**src/hw/cache_pkg.sv**
```systemverilog
`default_nettype none

package cache_pkg;

    // Two-way set-associative geometry
    localparam int tag_w = 5;
    localparam int index_w = 8;
    localparam int offset_w = 3;

    localparam int num_sets = 256;
    localparam int words_per_line = 4;
    localparam int word_w = 16;

    // Byte address, seen flat by memory and split by the cache
    typedef union packed {
        logic [tag_w+index_w+offset_w-1:0] word;
        struct packed {
            logic [tag_w-1:0] tag;
            logic [index_w-1:0] index;
            logic [offset_w-1:0] offset;
        } fields;
    } cache_addr_t;

endpackage

`default_nettype wire
```
**src/hw/req_latch.sv**
```systemverilog
`timescale 1ns/1ps
`default_nettype none

module req_latch (
    input  logic clk,
    input  logic rst,
    input  logic req,
    input  logic rd,
    input  logic wr,
    input  cache_pkg::cache_addr_t addr,
    input  logic [cache_pkg::word_w-1:0] data_in,
    input  logic clear,
    output logic busy,
    output logic held_rd,
    output logic held_wr,
    output cache_pkg::cache_addr_t held_addr,
    output logic [cache_pkg::word_w-1:0] held_data,
    output logic misaligned
);

    logic take;

    // Strobes seen while a request is pending are dropped
    assign take = req && !busy;

    always_ff @(posedge clk) begin
        if (rst) begin
            busy <= 1'b0;
            held_rd <= 1'b0;
            held_wr <= 1'b0;
            misaligned <= 1'b0;
        end else if (take) begin
            busy <= 1'b1;
            held_rd <= rd;
            held_wr <= wr;
            // Odd byte address
            misaligned <= addr.fields.offset[0];
        end else if (clear) begin
            busy <= 1'b0;
        end
    end

    always_ff @(posedge clk) begin
        if (take) begin
            held_addr <= addr;
            held_data <= data_in;
        end
    end

endmodule

`default_nettype wire

```
**config.mk**
```make
export PLATFORM = sky130hd
export DESIGN_NAME = req_latch
export DESIGN_NICKNAME = d
export VERILOG_FILES = /design/src/hw/cache_pkg.sv /design/src/hw/req_latch.sv
export SDC_FILE = /design/constraint.sdc
export NUM_CORES = 1
export LEC_CHECK = 0
export BUFFER_PORTS_ARGS = -buffer_cell sky130_fd_sc_hd__buf_2
export CORE_ASPECT_RATIO = 1.2
export CORE_UTILIZATION = 40
export CTS_BUF_LIST = sky130_fd_sc_hd__clkbuf_8
export DETAILED_ROUTE_END_ITERATION = 6
export GPL_ROUTABILITY_DRIVEN = 0
export MAX_ROUTING_LAYER = met4
export PLACE_DENSITY = 0.82
export SLEW_MARGIN = 20
export SYNTH_ARGS = -nofsm -noshare
export SYNTH_HDL_FRONTEND = slang
export SYNTH_SLANG_ARGS = --single-unit
```
**constraint.sdc**
```tcl
create_clock -name clk -period 4.8 [get_ports clk]
set_clock_uncertainty 0.05 [all_clocks]
set_input_delay 0.24 -clock clk [delete_from_list [all_inputs] [get_ports clk]]
set_output_delay 0.24 -clock clk [all_outputs]
set_load 0.02 [all_outputs]
```
==> results.json <==
{
  "tns_ps": 0,
  "cp_data_arrival_time_ps": 1420,
  "coreArea_um2": 2600,
  "drt_iter0_markers": 9,
  "post-route-period-util_pct": 32.5,
  "start_kind": "flip-flop",
  "slew_violations": 0,
  "htreeDepth": 2,
  "cts_buffers": 5,
  "fp-row-count": 20,
  "worstSetupPathType": "reg -> reg",
  "mostFrequentLayoutCells": "buf_2, edfxtp_1, clkbuf_8, dfxtp_1",
  "ys_ff_latch": 36,
  "drv_cap": 0,
  "critical_path.top_delay_family": "simple AND/OR/NAND/NOR gates",
  "cts_resized": 0,
  "antenna_left": 0,
  "drt_first_pass_iters": 4,
  "tritoncts": "done",
  "final_layout_size_suffix_gt1_share_pct": 62.8,
  "postSynthCellCount": 48,
  "ctsHoldBuffers": 0,
  "cts.sink_count": 36,
  "path_cells": "nor2b_4",
  "grt_pass1_wl_um": 2620,
  "final_common_cell": "buf_2",
  "internal-power_uw": 541,
  "drc": 0,
  "clkPwrFrac_pct": 36.3,
  "grtUsageTotal_pct": 13.5,
  "path_clk_slew_ps": 70,
  "syn_area_per_cell_um2": 23.5,
  "setup_viol": 0,
  "start_util_pct": 43.4,
  "synth.net_count": 86,
  "crit_fanout": 35,
  "yosysWarnings": 0,
  "io_pins": 74,
  "place.port_buffers": 73,
  "dp_cells": 154,
  "p_per_area_nw_per_um2": 417,
  "vdd_drop_max_v": 0.000323,
  "rsz0062_at_grt": "no",
  "critPathSlowestCell": "nor2b_4",
  "p_seq_share_pct": 53.8,
  "tightest_slew_ps": 906,
  "viasPerCell": 4.51,
  "dieHeight_um": 60.2,
  "grt_max_degree": 36,
  "finalHoldViolations": 0,
  "wl_per_cell_um": 12.6,
  "clock_latency_ps": 280,
  "clockBufferDepth": 2,
  "grt_overflow": 0,
  "wl_um": 2040,
  "yosysSeqAreaShare_pct": 92.2,
  "via_count": 731,
  "root_buffer": "clkbuf_8",
  "path_buf_inv": 0,
  "insertedDiodeCount": 0,
  "status": "complete, no violations",
  "antenna_found_initial": 0,
  "leakagePower_nw": 0.716,
  "crit_path_end_kind": "flip-flop",
  "hold_class": "in -> reg",
  "slowest_delay_ps": 740,
  "grt_pass1_vias": 640,
  "max_slew_margin_pct": 39.4,
  "postCtsSetupBuffers": 0,
  "fmax_mhz": 641,
  "synth_cell_type_count": 8,
  "min_period_ps": 1560,
  "comb_power_share_pct": 10.0,
  "post-route-util_pct": 63.3,
  "p_switching_uw": 146,
  "p_total_uw": 687,
  "die_area_um2": 3040,
  "dpl.hpwl_um": 1470,
  "syn_area_um2": 1130,
  "nets": 166,
  "worstPathRequired_ps": 4660,
  "synthToLayoutAreaGrowth_pct": 46.0,
  "die_w_um": 50.5,
  "final_cell_count_no_fill": 162,
  "swShare_pct": 21.2
}
-- through the flow --
step / cell area, um^2 / hold slack (ps) / setup slack (ps)
finish: 1650 / 76.8 / 3240
global route: 1650 / 61.1 / 3140
CTS: 1650 / 60.9 / 3230
detailed placement: 1540 / 368 / 3230
global placement: 1540 / 367 / 3290
floorplan: 1130 / 263 / 2990
-- power groups by stage --
stage          Combinational [mW]  Sequential [mW]  Clock (mW)
2_1_floorplan             0.00975            0.401           0
3_3_place_gp               0.0671            0.375           0
3_5_place_dp               0.0690            0.376           0
4_1_cts                    0.0691            0.370       0.257
5_1_grt                    0.0723            0.371       0.265
6_report                   0.0685            0.369       0.249
-- cell families (layout without fill, tap and decap cells) --
group	count (synthesis)	after routing	share of synthesized area (%)
AO/OA/AOI/OAI	4	4	2.00
buffers and inverters	0	81	0
flip-flops	36	36	92.2
AND/OR/NAND/NOR	8	8	5.76
-- Yosys cell counts (all sizes together) --
| cell | n | share of area (%) |
|---|---|---|
| nor2b | 1 | 0.78 |
| a211oi | 1 | 0.67 |
| o21ai | 3 | 1.3 |
| nand2b | 3 | 1.7 |
| edfxtp | 32 | 85 |
| dfxtp | 4 | 7.1 |
| nor2 | 1 | 0.33 |
| nand4bb | 3 | 3.0 |
-- sequential cells by signal (all words and copies together) (netlist names) --
register / count
held_addr: 16
held_data: 16
busy: 1
held_rd: 1
held_wr: 1
misaligned: 1
-- routing by layer --
metal | wire, um | global-route usage [%] | share of wire, %
met5 | 0 | - | 0
met4 | 24 | 12.7 | 1.2
met3 | 197 | 4.58 | 9.7
met2 | 1140 | 22.1 | 56
met1 | 684 | 12.2 | 34
-- cell type report --
class / instances / area, um^2
Tap cell: 33 / 41.3
Fill cell: 219 / 955
Timing Repair Buffer: 73 / 365
Sequential cell: 36 / 1040
Clock inverter: 3 / 38.8
Multi-Input combinational cell: 12 / 92.6
Clock buffer: 5 / 68.8
-- final timing paths --
kind | from | to | slack (ps) | cells after the start
min | data_in[14] | held_data[14]$_DFFE_PP_ | 80 | 1
max | busy$_SDFFE_PP0P_ | held_addr[10]$_DFFE_PP_ | 3240 | 1
min reg2reg | held_wr$_SDFFE_PP0P_ | held_wr$_SDFFE_PP0P_ | 410 | 2
max reg2reg | busy$_SDFFE_PP0P_ | held_addr[10]$_DFFE_PP_ | 3240 | 1
Note: power is estimated with default switching activity, not from simulation.
