<file path="src/hw/cache_pkg.sv">
`default_nettype none

package cache_pkg;

    // Two-way set-associative geometry
    localparam int tag_w = 5;
    localparam int index_w = 8;
    localparam int offset_w = 3;

    localparam int num_sets = 256;
    localparam int words_per_line = 4;
    localparam int word_w = 16;

    // Byte address, seen flat by memory and split by the cache
    typedef union packed {
        logic [tag_w+index_w+offset_w-1:0] word;
        struct packed {
            logic [tag_w-1:0] tag;
            logic [index_w-1:0] index;
            logic [offset_w-1:0] offset;
        } fields;
    } cache_addr_t;

endpackage

`default_nettype wire
</file>
<file path="src/hw/cache_ctrl.sv">
`timescale 1ns/1ps
`default_nettype none

module cache_ctrl (
    input  logic clk,
    input  logic rst,
    input  logic busy,
    input  logic held_rd,
    input  logic held_wr,
    input  cache_pkg::cache_addr_t held_addr,
    input  logic [cache_pkg::word_w-1:0] held_data,
    input  logic misaligned,
    input  logic way0_hit,
    input  logic way0_valid,
    input  logic way0_dirty,
    input  logic [cache_pkg::tag_w-1:0] way0_tag,
    input  logic [cache_pkg::word_w-1:0] way0_data,
    input  logic way1_hit,
    input  logic way1_valid,
    input  logic way1_dirty,
    input  logic [cache_pkg::tag_w-1:0] way1_tag,
    input  logic [cache_pkg::word_w-1:0] way1_data,
    input  logic [cache_pkg::word_w-1:0] mem_data_out,
    output logic way0_en,
    output logic way1_en,
    output logic [cache_pkg::index_w-1:0] index,
    output logic [$clog2(cache_pkg::words_per_line)-1:0] word_sel,
    output logic [cache_pkg::tag_w-1:0] tag,
    output logic [cache_pkg::word_w-1:0] way_data_in,
    output logic comp,
    output logic write,
    output logic valid_in,
    output logic mem_rd,
    output logic mem_wr,
    output logic [$bits(cache_pkg::cache_addr_t)-1:0] mem_addr,
    output logic [cache_pkg::word_w-1:0] mem_data_in,
    output logic [cache_pkg::word_w-1:0] data_out,
    output logic done,
    output logic cache_hit,
    output logic err,
    output logic stall,
    output logic clear
);

    localparam int sel_w = $clog2(cache_pkg::words_per_line);

    localparam logic [3:0] ST_IDLE = 4'd0;
    localparam logic [3:0] ST_COMPARE = 4'd1;
    localparam logic [3:0] ST_WB0 = 4'd2;
    localparam logic [3:0] ST_WB1 = 4'd3;
    localparam logic [3:0] ST_WB2 = 4'd4;
    localparam logic [3:0] ST_WB3 = 4'd5;
    localparam logic [3:0] ST_FILL0 = 4'd6;
    localparam logic [3:0] ST_FILL1 = 4'd7;
    localparam logic [3:0] ST_FILL2 = 4'd8;
    localparam logic [3:0] ST_FILL3 = 4'd9;
    localparam logic [3:0] ST_FILL4 = 4'd10;
    localparam logic [3:0] ST_FILL5 = 4'd11;

    logic [3:0] state_q;
    logic [3:0] state;
    logic [3:0] state_d;
    logic [3:0] wb_step;
    logic [3:0] rd_step;
    logic [3:0] in_step;
    logic in_cmp;
    logic installing;
    logic any_hit;
    logic miss_way;
    logic sel_way;
    logic way_q;
    logic victim_q;
    logic sel_valid;
    logic sel_dirty;
    logic [cache_pkg::tag_w-1:0] sel_tag;
    logic [cache_pkg::word_w-1:0] sel_data;
    logic [cache_pkg::word_w-1:0] temp_q;
    logic [sel_w-1:0] req_word;
    cache_pkg::cache_addr_t mem_a;

    // Compare is idle with a held request, so a hit finishes one cycle after the strobe
    assign state = (state_q == ST_IDLE && busy) ? ST_COMPARE : state_q;
    assign in_cmp = state == ST_COMPARE;
    assign installing = state >= ST_FILL2 && state <= ST_FILL5;

    assign wb_step = state - ST_WB0;
    assign rd_step = state - ST_FILL0;
    assign in_step = state - ST_FILL2;
    assign req_word = held_addr.fields.offset[cache_pkg::offset_w-1 -: sel_w];

    assign any_hit = way0_hit || way1_hit;

    // Replacement: an invalid way first, else the victim bit
    always_comb begin
        if (way0_valid && way1_valid) begin
            miss_way = victim_q;
        end else if (way0_valid) begin
            miss_way = 1'b1;
        end else begin
            miss_way = 1'b0;
        end
    end

    assign sel_way = in_cmp ? (any_hit ? way1_hit : miss_way) : way_q;
    assign sel_valid = sel_way ? way1_valid : way0_valid;
    assign sel_dirty = sel_way ? way1_dirty : way0_dirty;
    assign sel_tag = sel_way ? way1_tag : way0_tag;
    assign sel_data = sel_way ? way1_data : way0_data;

    assign way0_en = in_cmp ? !misaligned : (state != ST_IDLE) && !way_q;
    assign way1_en = in_cmp ? !misaligned : (state != ST_IDLE) && way_q;
    // Last install of a write miss goes through compare so the line ends up dirty
    assign comp = in_cmp || (state == ST_FILL5 && held_wr);
    assign stall = state != ST_IDLE;
    assign index = held_addr.fields.index;
    assign mem_addr = mem_a.word;

    always_comb begin
        state_d = ST_IDLE;
        word_sel = req_word;
        tag = held_addr.fields.tag;
        way_data_in = held_data;
        write = 1'b0;
        valid_in = 1'b0;
        mem_rd = 1'b0;
        mem_wr = 1'b0;
        mem_a = held_addr;
        mem_data_in = sel_data;
        data_out = sel_data;
        done = 1'b0;
        cache_hit = 1'b0;
        err = 1'b0;
        clear = 1'b0;

        case (state)
            ST_COMPARE: begin
                write = held_wr && !misaligned;
                if (misaligned) begin
                    err = 1'b1;
                    done = 1'b1;
                    clear = 1'b1;
                end else if (any_hit) begin
                    done = 1'b1;
                    cache_hit = 1'b1;
                    clear = 1'b1;
                end else if (sel_valid && sel_dirty) begin
                    state_d = ST_WB0;
                end else begin
                    state_d = ST_FILL0;
                end
            end
            ST_WB0, ST_WB1, ST_WB2, ST_WB3: begin
                // Victim word out under the victim's own tag
                word_sel = wb_step[sel_w-1:0];
                mem_wr = 1'b1;
                mem_a.fields.tag = sel_tag;
                mem_a.fields.offset = {wb_step[sel_w-1:0],
                                       {(cache_pkg::offset_w - sel_w){1'b0}}};
                state_d = state + 4'd1;
            end
            ST_FILL0, ST_FILL1, ST_FILL2, ST_FILL3, ST_FILL4: begin
                state_d = state + 4'd1;
            end
            ST_FILL5: begin
                done = 1'b1;
                clear = 1'b1;
                data_out = (held_rd && req_word == in_step[sel_w-1:0]) ? mem_data_out : temp_q;
            end
            default: begin
                state_d = ST_IDLE;
            end
        endcase

        if (state >= ST_FILL0 && state <= ST_FILL3) begin
            mem_rd = 1'b1;
            mem_a.fields.offset = {rd_step[sel_w-1:0], {(cache_pkg::offset_w - sel_w){1'b0}}};
        end

        // Read data arrives two states after its read, merged with the write word
        if (installing) begin
            write = 1'b1;
            valid_in = 1'b1;
            word_sel = in_step[sel_w-1:0];
            if (held_wr && in_step[sel_w-1:0] == req_word) begin
                way_data_in = held_data;
            end else begin
                way_data_in = mem_data_out;
            end
        end
    end

    always_ff @(posedge clk) begin
        if (rst) begin
            state_q <= ST_IDLE;
            way_q <= 1'b0;
            victim_q <= 1'b0;
        end else begin
            state_q <= state_d;
            if (in_cmp) begin
                way_q <= sel_way;
            end
            if (state == ST_FILL5) begin
                victim_q <= ~victim_q;
            end
        end
    end

    // Requested word kept until done
    always_ff @(posedge clk) begin
        if (installing && in_step[sel_w-1:0] == req_word) begin
            temp_q <= mem_data_out;
        end
    end

endmodule

`default_nettype wire

</file>
<file path="config.mk">
export PLATFORM = sky130hd
export DESIGN_NAME = cache_ctrl
export DESIGN_NICKNAME = d
export VERILOG_FILES = /design/src/hw/cache_pkg.sv /design/src/hw/cache_ctrl.sv
export SDC_FILE = /design/constraint.sdc
export NUM_CORES = 1
export LEC_CHECK = 0
export BUFFER_PORTS_ARGS = -buffer_cell sky130_fd_sc_hd__buf_2
export CAP_MARGIN = 20
export CORE_MARGIN = 1.5
export CORE_UTILIZATION = 35
export CTS_CLUSTER_SIZE = 40
export DETAILED_ROUTE_END_ITERATION = 10
export PLACE_DENSITY = 0.76
export SLEW_MARGIN = 30
export SYNTH_ARGS = -nofsm -noshare
export SYNTH_HDL_FRONTEND = slang
export SYNTH_SLANG_ARGS = --single-unit
</file>
<file path="constraint.sdc">
create_clock -name clk -period 2.3 [get_ports clk]
set_input_delay 0.46 -clock clk [delete_from_list [all_inputs] [get_ports clk]]
set_output_delay 0.46 -clock clk [all_outputs]
set_load 0.005 [all_outputs]
</file>
==> flow_summary.json, run 1 <==
{
  "seqCellArea_um2": 603.1,
  "synthArstFlopShare_pct": 0,
  "drt_pass1_iterations": 4,
  "tightest_slew_ns": 0.2859,
  "clkSinkCount": 22,
  "row_count": 28,
  "grt_pass1_wl_um": 9259,
  "grtUsageTotal_pct": 18.13,
  "grt-ovfl-total": 0,
  "synth_area_mm2": 0.002155,
  "period_share_pct": 113.8,
  "cp-end-kind": "output port",
  "drive_above_1_share_pct": 72.83,
  "wl_um": 6827,
  "setup_viol": 53,
  "timing.hold.ws_ns": 0.4056,
  "clock_latency_ns": 0.26,
  "nFillCells": 511,
  "synth-main-ff-cell": "edfxtp_1",
  "max_stage_delay_ns": 0.34,
  "ys_ff_latch": 22,
  "clkTransAtPathRegs_ns": 0.08,
  "cp_data_required_time_ns": 1.84,
  "yosys.area.top_type_share_pct": 22.30,
  "synth_area_leaders": "edfxtp_1 (22%), mux2_2 (21%), mux2_4 (12%)",
  "ys_warn_count": 0,
  "skew_ns": 0.003435,
  "critPathTopFamily": "multiplexers",
  "ioPinCount": 193,
  "final_hold_viol_count": 0,
  "grt_pass1_vias": 1989,
  "place_congestion": 0.8099,
  "worstSetupPathType": "reg2out",
  "synth_cell_types": 36,
  "start_util_pct": 36.39,
  "r2r_slack_ns": 0.48,
  "ys_seq_area_share_pct": 27.87,
  "vdd_drop_max_uv": 248.5,
  "via_count": 2206,
  "crit_arrival_ns": 2.16,
  "slew_headroom_pct": 80.94,
  "post-route-drc-count": 0,
  "leakage_uw": 0.001770,
  "die_x_um": 81.46,
  "tritoncts": "done",
  "rr_worst_depth": 7,
  "regToRegStartpoint": "state_q[2]$_SDFF_PP0_",
  "hp-start": "mem_data_out[9]",
  "setup_ws_ns": -0.3171,
  "worst-path-max-fanout": 17,
  "htree_levels": 1,
  "antenna_found_initial": 0,
  "power.density_mw_per_mm2": 411.7,
  "whs_path_depth": 1,
  "dp_hpwl_um": 5056,
  "crit_slowest_cell": "dfxtp_2",
  "hold_path_end": "temp_q[9]$_DFFE_PP_",
  "status": "complete, but fails checks",
  "synth.largest_area_cell": "edfxtp_1",
  "r2r_end": "state_q[2]$_SDFF_PP0_",
  "path_common_cell": "mux2_4",
  "drtIter0Drc": 54,
  "port_buffers": 168,
  "vias_per_cell": 4.980,
  "path_buf_inv": 2,
  "fin_util_pct": 58.56,
  "crit_path_cell_trace": "nor3_4, o21ai_4, mux2_4, buf_12, mux2_4, mux2_2, buf_2",
  "rsz0062_at_grt": "yes",
  "multiInputGateArea_mm2": 0.001433,
  "wl_per_cell_um": 15.41,
  "grt_max_degree": 18,
  "n_antenna_cell": 0,
  "worstHoldPathType": "in2reg",
  "ant_nets": 0,
  "violations": "negative setup slack",
  "cp-start-kind": "register",
  "synth_fp_nets": 308,
  "postSynthAreaPerCell_um2": 10.46,
  "fmax_ghz": 0.3821,
  "slew_viol_final": 0,
  "cts_root_buffer": "clkbuf_8",
  "die_h_um": 81.46,
  "area.growth.synth_to_final_pct": 60.92,
  "fin_crit_ns": 2.617,
  "core-area_mm2": 0.005921,
  "syn_inst": 206,
  "dieArea_mm2": 0.006636,
  "maxCapViolations": 0,
  "final_nets": 471,
  "cts.path.max_buffers": 2,
  "cts_inserted_buffers": 3,
  "synth-edff-count": 16
}
-- synthesized netlist by cell type, types with 6 or more instances --
cell,number
edfxtp_1,16
buf_4,22
clkbuf_1,6
a21oi_1,9
mux2i_1,6
mux2_1,9
mux2_4,17
nor2_1,17
dfxtp_1,6
inv_1,7
nand2_1,9
mux2_2,41
-- cell type report --
cell class,instances,share of cell area [%]
clock buffer,4,1.299
sequential,22,17.39
inverter,7,0.7578
multi-input combinational,144,41.32
tap,75,2.707
timing repair buffer,191,36.52
-- metrics by stage --
step | total power [uW] | setup TNS (ns) | cells | cell area, um^2 | worst slack [ns]
after floorplan | 831.7 | -0.5479 | 206 | 2225 | -0.03826
after global placement | 1069 | -2.637 | 435 | 3088 | -0.2074
after detailed placement | 1079 | -3.524 | 435 | 3088 | -0.2193
after CTS | 1385 | -11.30 | 440 | 3324 | -0.3263
after global routing | 1511 | -15.22 | 443 | 3467 | -0.3988
final | 1427 | -10.73 | 443 | 3467 | -0.3171
-- flip-flops by register name, summed over array words and instances, names as in the netlist --
name and cells:
victim_q 1, temp_q 16, state_q 4, way_q 1
-- kinds of logic (layout without fill, tap and decap cells) --
group | after synthesis | in the layout | synth area share (%)
simple gates | 40 | 40 | 8.827
compound gates | 26 | 26 | 8.247
mux | 73 | 73 | 40.77
flops | 22 | 22 | 27.87
buf+inv | 40 | 202 | 12.25
xor+xnor | 5 | 5 | 2.032
-- timing repair --
action / in CTS / in global routing
hold buffers: 0 / 0
gates cloned: 0 / 1
gates resized for setup: 37 / 17
endpoints found under the setup margin: 53 / 56
pin swaps: 2 / 0
buffers inserted: 1 / 2
-- layer usage --
metal / global-route usage (%) / wire length [um] / up-vias
li1: - / - / 1045
met1: 20.54 / 2590 / 1032
met2: 35.21 / 3636 / 120
met3: 2.000 / 526 / 9
met4: 5.172 / 73 / 0
met5: 0 / 0 / -
-- placed cells by master (no fill, tap or decap), types with 2 or more instances in the layout --
cell type / Yosys / layout
xnor2_1: 4 / 2
buf_4: 22 / 18
mux2_1: 9 / 3
nand2_1: 9 / 9
nor2_1: 17 / 17
mux2_4: 17 / 45
clkbuf_8: 0 / 3
buf_2: 1 / 137
edfxtp_1: 16 / 16
buf_6: 4 / 32
buf_12: 0 / 3
dfxtp_2: 0 / 2
o22ai_1: 3 / 3
nand3_1: 4 / 4
inv_1: 7 / 6
mux2i_1: 6 / 6
mux2_2: 41 / 19
dfxtp_1: 6 / 4
a21oi_1: 9 / 9
nor3_1: 3 / 3
o21ai_0: 4 / 4
-- worst max-delay path by stage --
stage                     depth (start not counted)      endpoint                   from  slack (ns)
after floorplan                                   7  data_out[14]  state_q[1]$_SDFF_PP0_       -0.04
after global placement                            8   data_out[1]             way1_valid       -0.21
after detailed placement                          7   data_out[4]           held_addr[2]       -0.22
after CTS                                         7   data_out[7]  state_q[2]$_SDFF_PP0_       -0.33
after global routing                              6   data_out[3]  state_q[2]$_SDFF_PP0_       -0.40
final                                             7   data_out[4]  state_q[2]$_SDFF_PP0_       -0.32
-- power breakdown --
| group | switching [uW] | total (uW) | internal [uW] | leakage [uW] |
|---|---|---|---|---|
| combinational | 292 | 744 | 452 | 0.00155 |
| clock | 122 | 246 | 123 | 0.0000228 |
| sequential | 8.02 | 438 | 430 | 0.000193 |
-- worst register-to-register path, cell delays in order, from the launching register on --
cell and delay [ns]:
dfxtp_2 0.34, nor3_4 0.26, o21ai_4 0.10, mux2_4 0.32
buf_12 0.16, buf_4 0.20, o2111ai_1 0.22, a211oi_1 0.10
Note: power is estimated with default switching activity, not from simulation.
==> inputs of run 2 (changes only) <==
--- a/config.mk
+++ b/config.mk
@@ -8,10 +8,10 @@
 export BUFFER_PORTS_ARGS = -buffer_cell sky130_fd_sc_hd__buf_2
 export CAP_MARGIN = 20
 export CORE_MARGIN = 1.5
-export CORE_UTILIZATION = 35
+export CORE_UTILIZATION = 41
 export CTS_CLUSTER_SIZE = 40
 export DETAILED_ROUTE_END_ITERATION = 10
-export PLACE_DENSITY = 0.76
+export PLACE_DENSITY = 0.84
 export SLEW_MARGIN = 30
 export SYNTH_ARGS = -nofsm -noshare
 export SYNTH_HDL_FRONTEND = slang
==> constraint.sdc (replaced) <==
create_clock -name clk -period 3.2 [get_ports clk]
set_input_delay 0.64 -clock clk [delete_from_list [all_inputs] [get_ports clk]]
set_output_delay 0.64 -clock clk [all_outputs]
set_load 0.005 [all_outputs]
==> run 2 against run 1 <==
The flow now finishes without violations. Via count down 3.4%. Cell count down 5.0%. Register-to-register slack better by 0.52 ns. Clock skew barely moved. Combinational power fell by 45%. Total power decreased by 37%. Final area down 15%. Global-route usage rose by 1.7 points. First-iteration DRC count increased by 19%. Largest cell class unchanged. Largest power group unchanged.
==> flow_summary.json, run 2 (synthesis results as in run 1) <==
{
  "status": "completed",
  "dp_hpwl_um": 4960,
  "final_hold_viol_count": 0,
  "largestRegisters": "temp_q x16, state_q x4",
  "drtIter0Drc": 64,
  "top_layer_used": "met4",
  "seqPwrFrac_pct": 35.0,
  "via_count": 2132,
  "largest_register_ffs": 16,
  "n_antenna_cell": 0,
  "grt_pass1_vias": 1914,
  "clkTransAtPathRegs_ns": 0.07,
  "wl_per_cell_um": 14.83,
  "core-area_mm2": 0.005075,
  "drive_above_1_share_pct": 68.09,
  "cts_setup_buffers": 0,
  "regMostFlops": "temp_q",
  "fmax_ghz": 0.3309,
  "leakage_uw": 0.001476,
  "maxCapViolations": 0,
  "grtUsageTotal_pct": 19.80,
  "power_switching_uw": 269.8,
  "slew_viol_final": 0,
  "post-route-drc-count": 0,
  "ant_nets": 0,
  "wl_met2_um": 3252,
  "start_util_pct": 42.46,
  "tightest_slew_ns": 0.7959,
  "cp_data_required_time_ns": 2.56,
  "vias_per_cell": 5.064,
  "vdd_drop_max_uv": 138.4,
  "tritoncts": "done",
  "cp-start-kind": "register",
  "cts_root_buffer": "clkbuf_8",
  "htree_levels": 1,
  "drt-met1-wl_um": 2439,
  "die_h_um": 75.49,
  "grt-ovfl-total": 0,
  "antenna_found_initial": 0,
  "clock_latency_ns": 0.25,
  "cts_resized": 0,
  "crit_arrival_ns": 2.38,
  "port_buffers": 168,
  "internal-power_uw": 627.2,
  "skew_ns": 0.002972,
  "met3RoutedLength_um": 449,
  "clock_power_share_pct": 19.2,
  "power.density_mw_per_mm2": 304.3,
  "fin_crit_ns": 3.022,
  "worstHoldPathType": "reg2reg",
  "fin_util_pct": 58.09,
  "slew_headroom_pct": 46.94,
  "final_cell_mix": "buf_2 (168), mux2_2 (41), nor2_1 (17), mux2_4 (17), edfxtp_1 (16)",
  "row_count": 26,
  "drt_pass1_iterations": 4,
  "cts.path.max_buffers": 2,
  "rsz0062_at_grt": "no",
  "worst-path-max-fanout": 17,
  "grt_pass1_wl_um": 8500,
  "p_comb_share_pct": 45.8,
  "place_congestion": 0.8249,
  "die_x_um": 75.49,
  "period_share_pct": 94.44,
  "dieArea_mm2": 0.005699,
  "cts_hold_buf": 0,
  "fin_setup_tns_ns": 0,
  "cp-end-kind": "output port",
  "worstSetupPathType": "reg2out",
  "clkSinkCount": 22,
  "area.growth.synth_to_final_pct": 36.82,
  "wl_um": 6244,
  "final_nets": 454,
  "ioPinCount": 193,
  "grt_max_degree": 18,
  "nFillCells": 455,
  "setup_viol": 0,
  "switching_share_pct": 30.08,
  "cts_inserted_buffers": 3,
  "mostFrequentLayoutCell": "buf_2"
}
[run 2: stage by stage]
step / hold slack [ns] / instance area [um^2] / power (uW) / setup slack (ns) / instances
CTS: 0.5548 / 2948 / 912.2 / 0.1503 / 421
global placement: 0.4904 / 2903 / 724.3 / 0.2884 / 417
finish: 0.5392 / 2948 / 897.1 / 0.1780 / 421
global route: 0.5758 / 2948 / 959.0 / 0.06083 / 421
floorplan: 0.4706 / 2155 / 578.4 / 0.5389 / 206
detailed placement: 0.5317 / 2903 / 734.8 / 0.2195 / 417
[run 2: area by class of cell]
type                            count  area (um^2)  area share, %
Clock buffer                        4        45.04          1.528
Multi-Input combinational cell    144         1290          43.76
Sequential cell                    22        600.6          20.37
Timing Repair Buffer              174        898.4          30.48
Inverter                            7        26.28         0.8913
Tap cell                           70        87.58          2.971
[run 2: final timing paths]
| kind | from | endpoint | slack (ns) | cells after the start |
|---|---|---|---|---|
| worst max-delay path | state_q[3]$_SDFF_PP0_ | data_out[15] | 0.18 | 6 |
| worst min-delay path | victim_q$_SDFFE_PP0P_ | victim_q$_SDFFE_PP0P_ | 0.54 | 2 |
| worst max register to register | state_q[3]$_SDFF_PP0_ | temp_q[5]$_DFFE_PP_ | 1.00 | 4 |
| worst min register to register | victim_q$_SDFFE_PP0P_ | victim_q$_SDFFE_PP0P_ | 0.54 | 2 |
[run 2: layer usage]
metal,vias to the layer above,global-route usage [%]
li1,1011,-
met1,1003,22.33
met2,104,36.74
met3,14,2.116
met4,0,9.921
met5,-,0
[run 2: power groups by stage]
stage	clock network (uW)	logic, uW	registers (uW)
4_1_cts	182	416	314
3_5_place_dp	0	414	320
6_report	172	411	314
5_1_grt	193	452	314
2_1_floorplan	0	262	317
3_3_place_gp	0	404	320
[run 2: critical path: stages, from the launching register on]
cell and delay (ns):
dfxtp_1 0.34, nor3_4 0.39, o21ai_4 0.16, mux2_4 0.47
mux2_1 0.37, mux2_2 0.26, buf_2 0.13
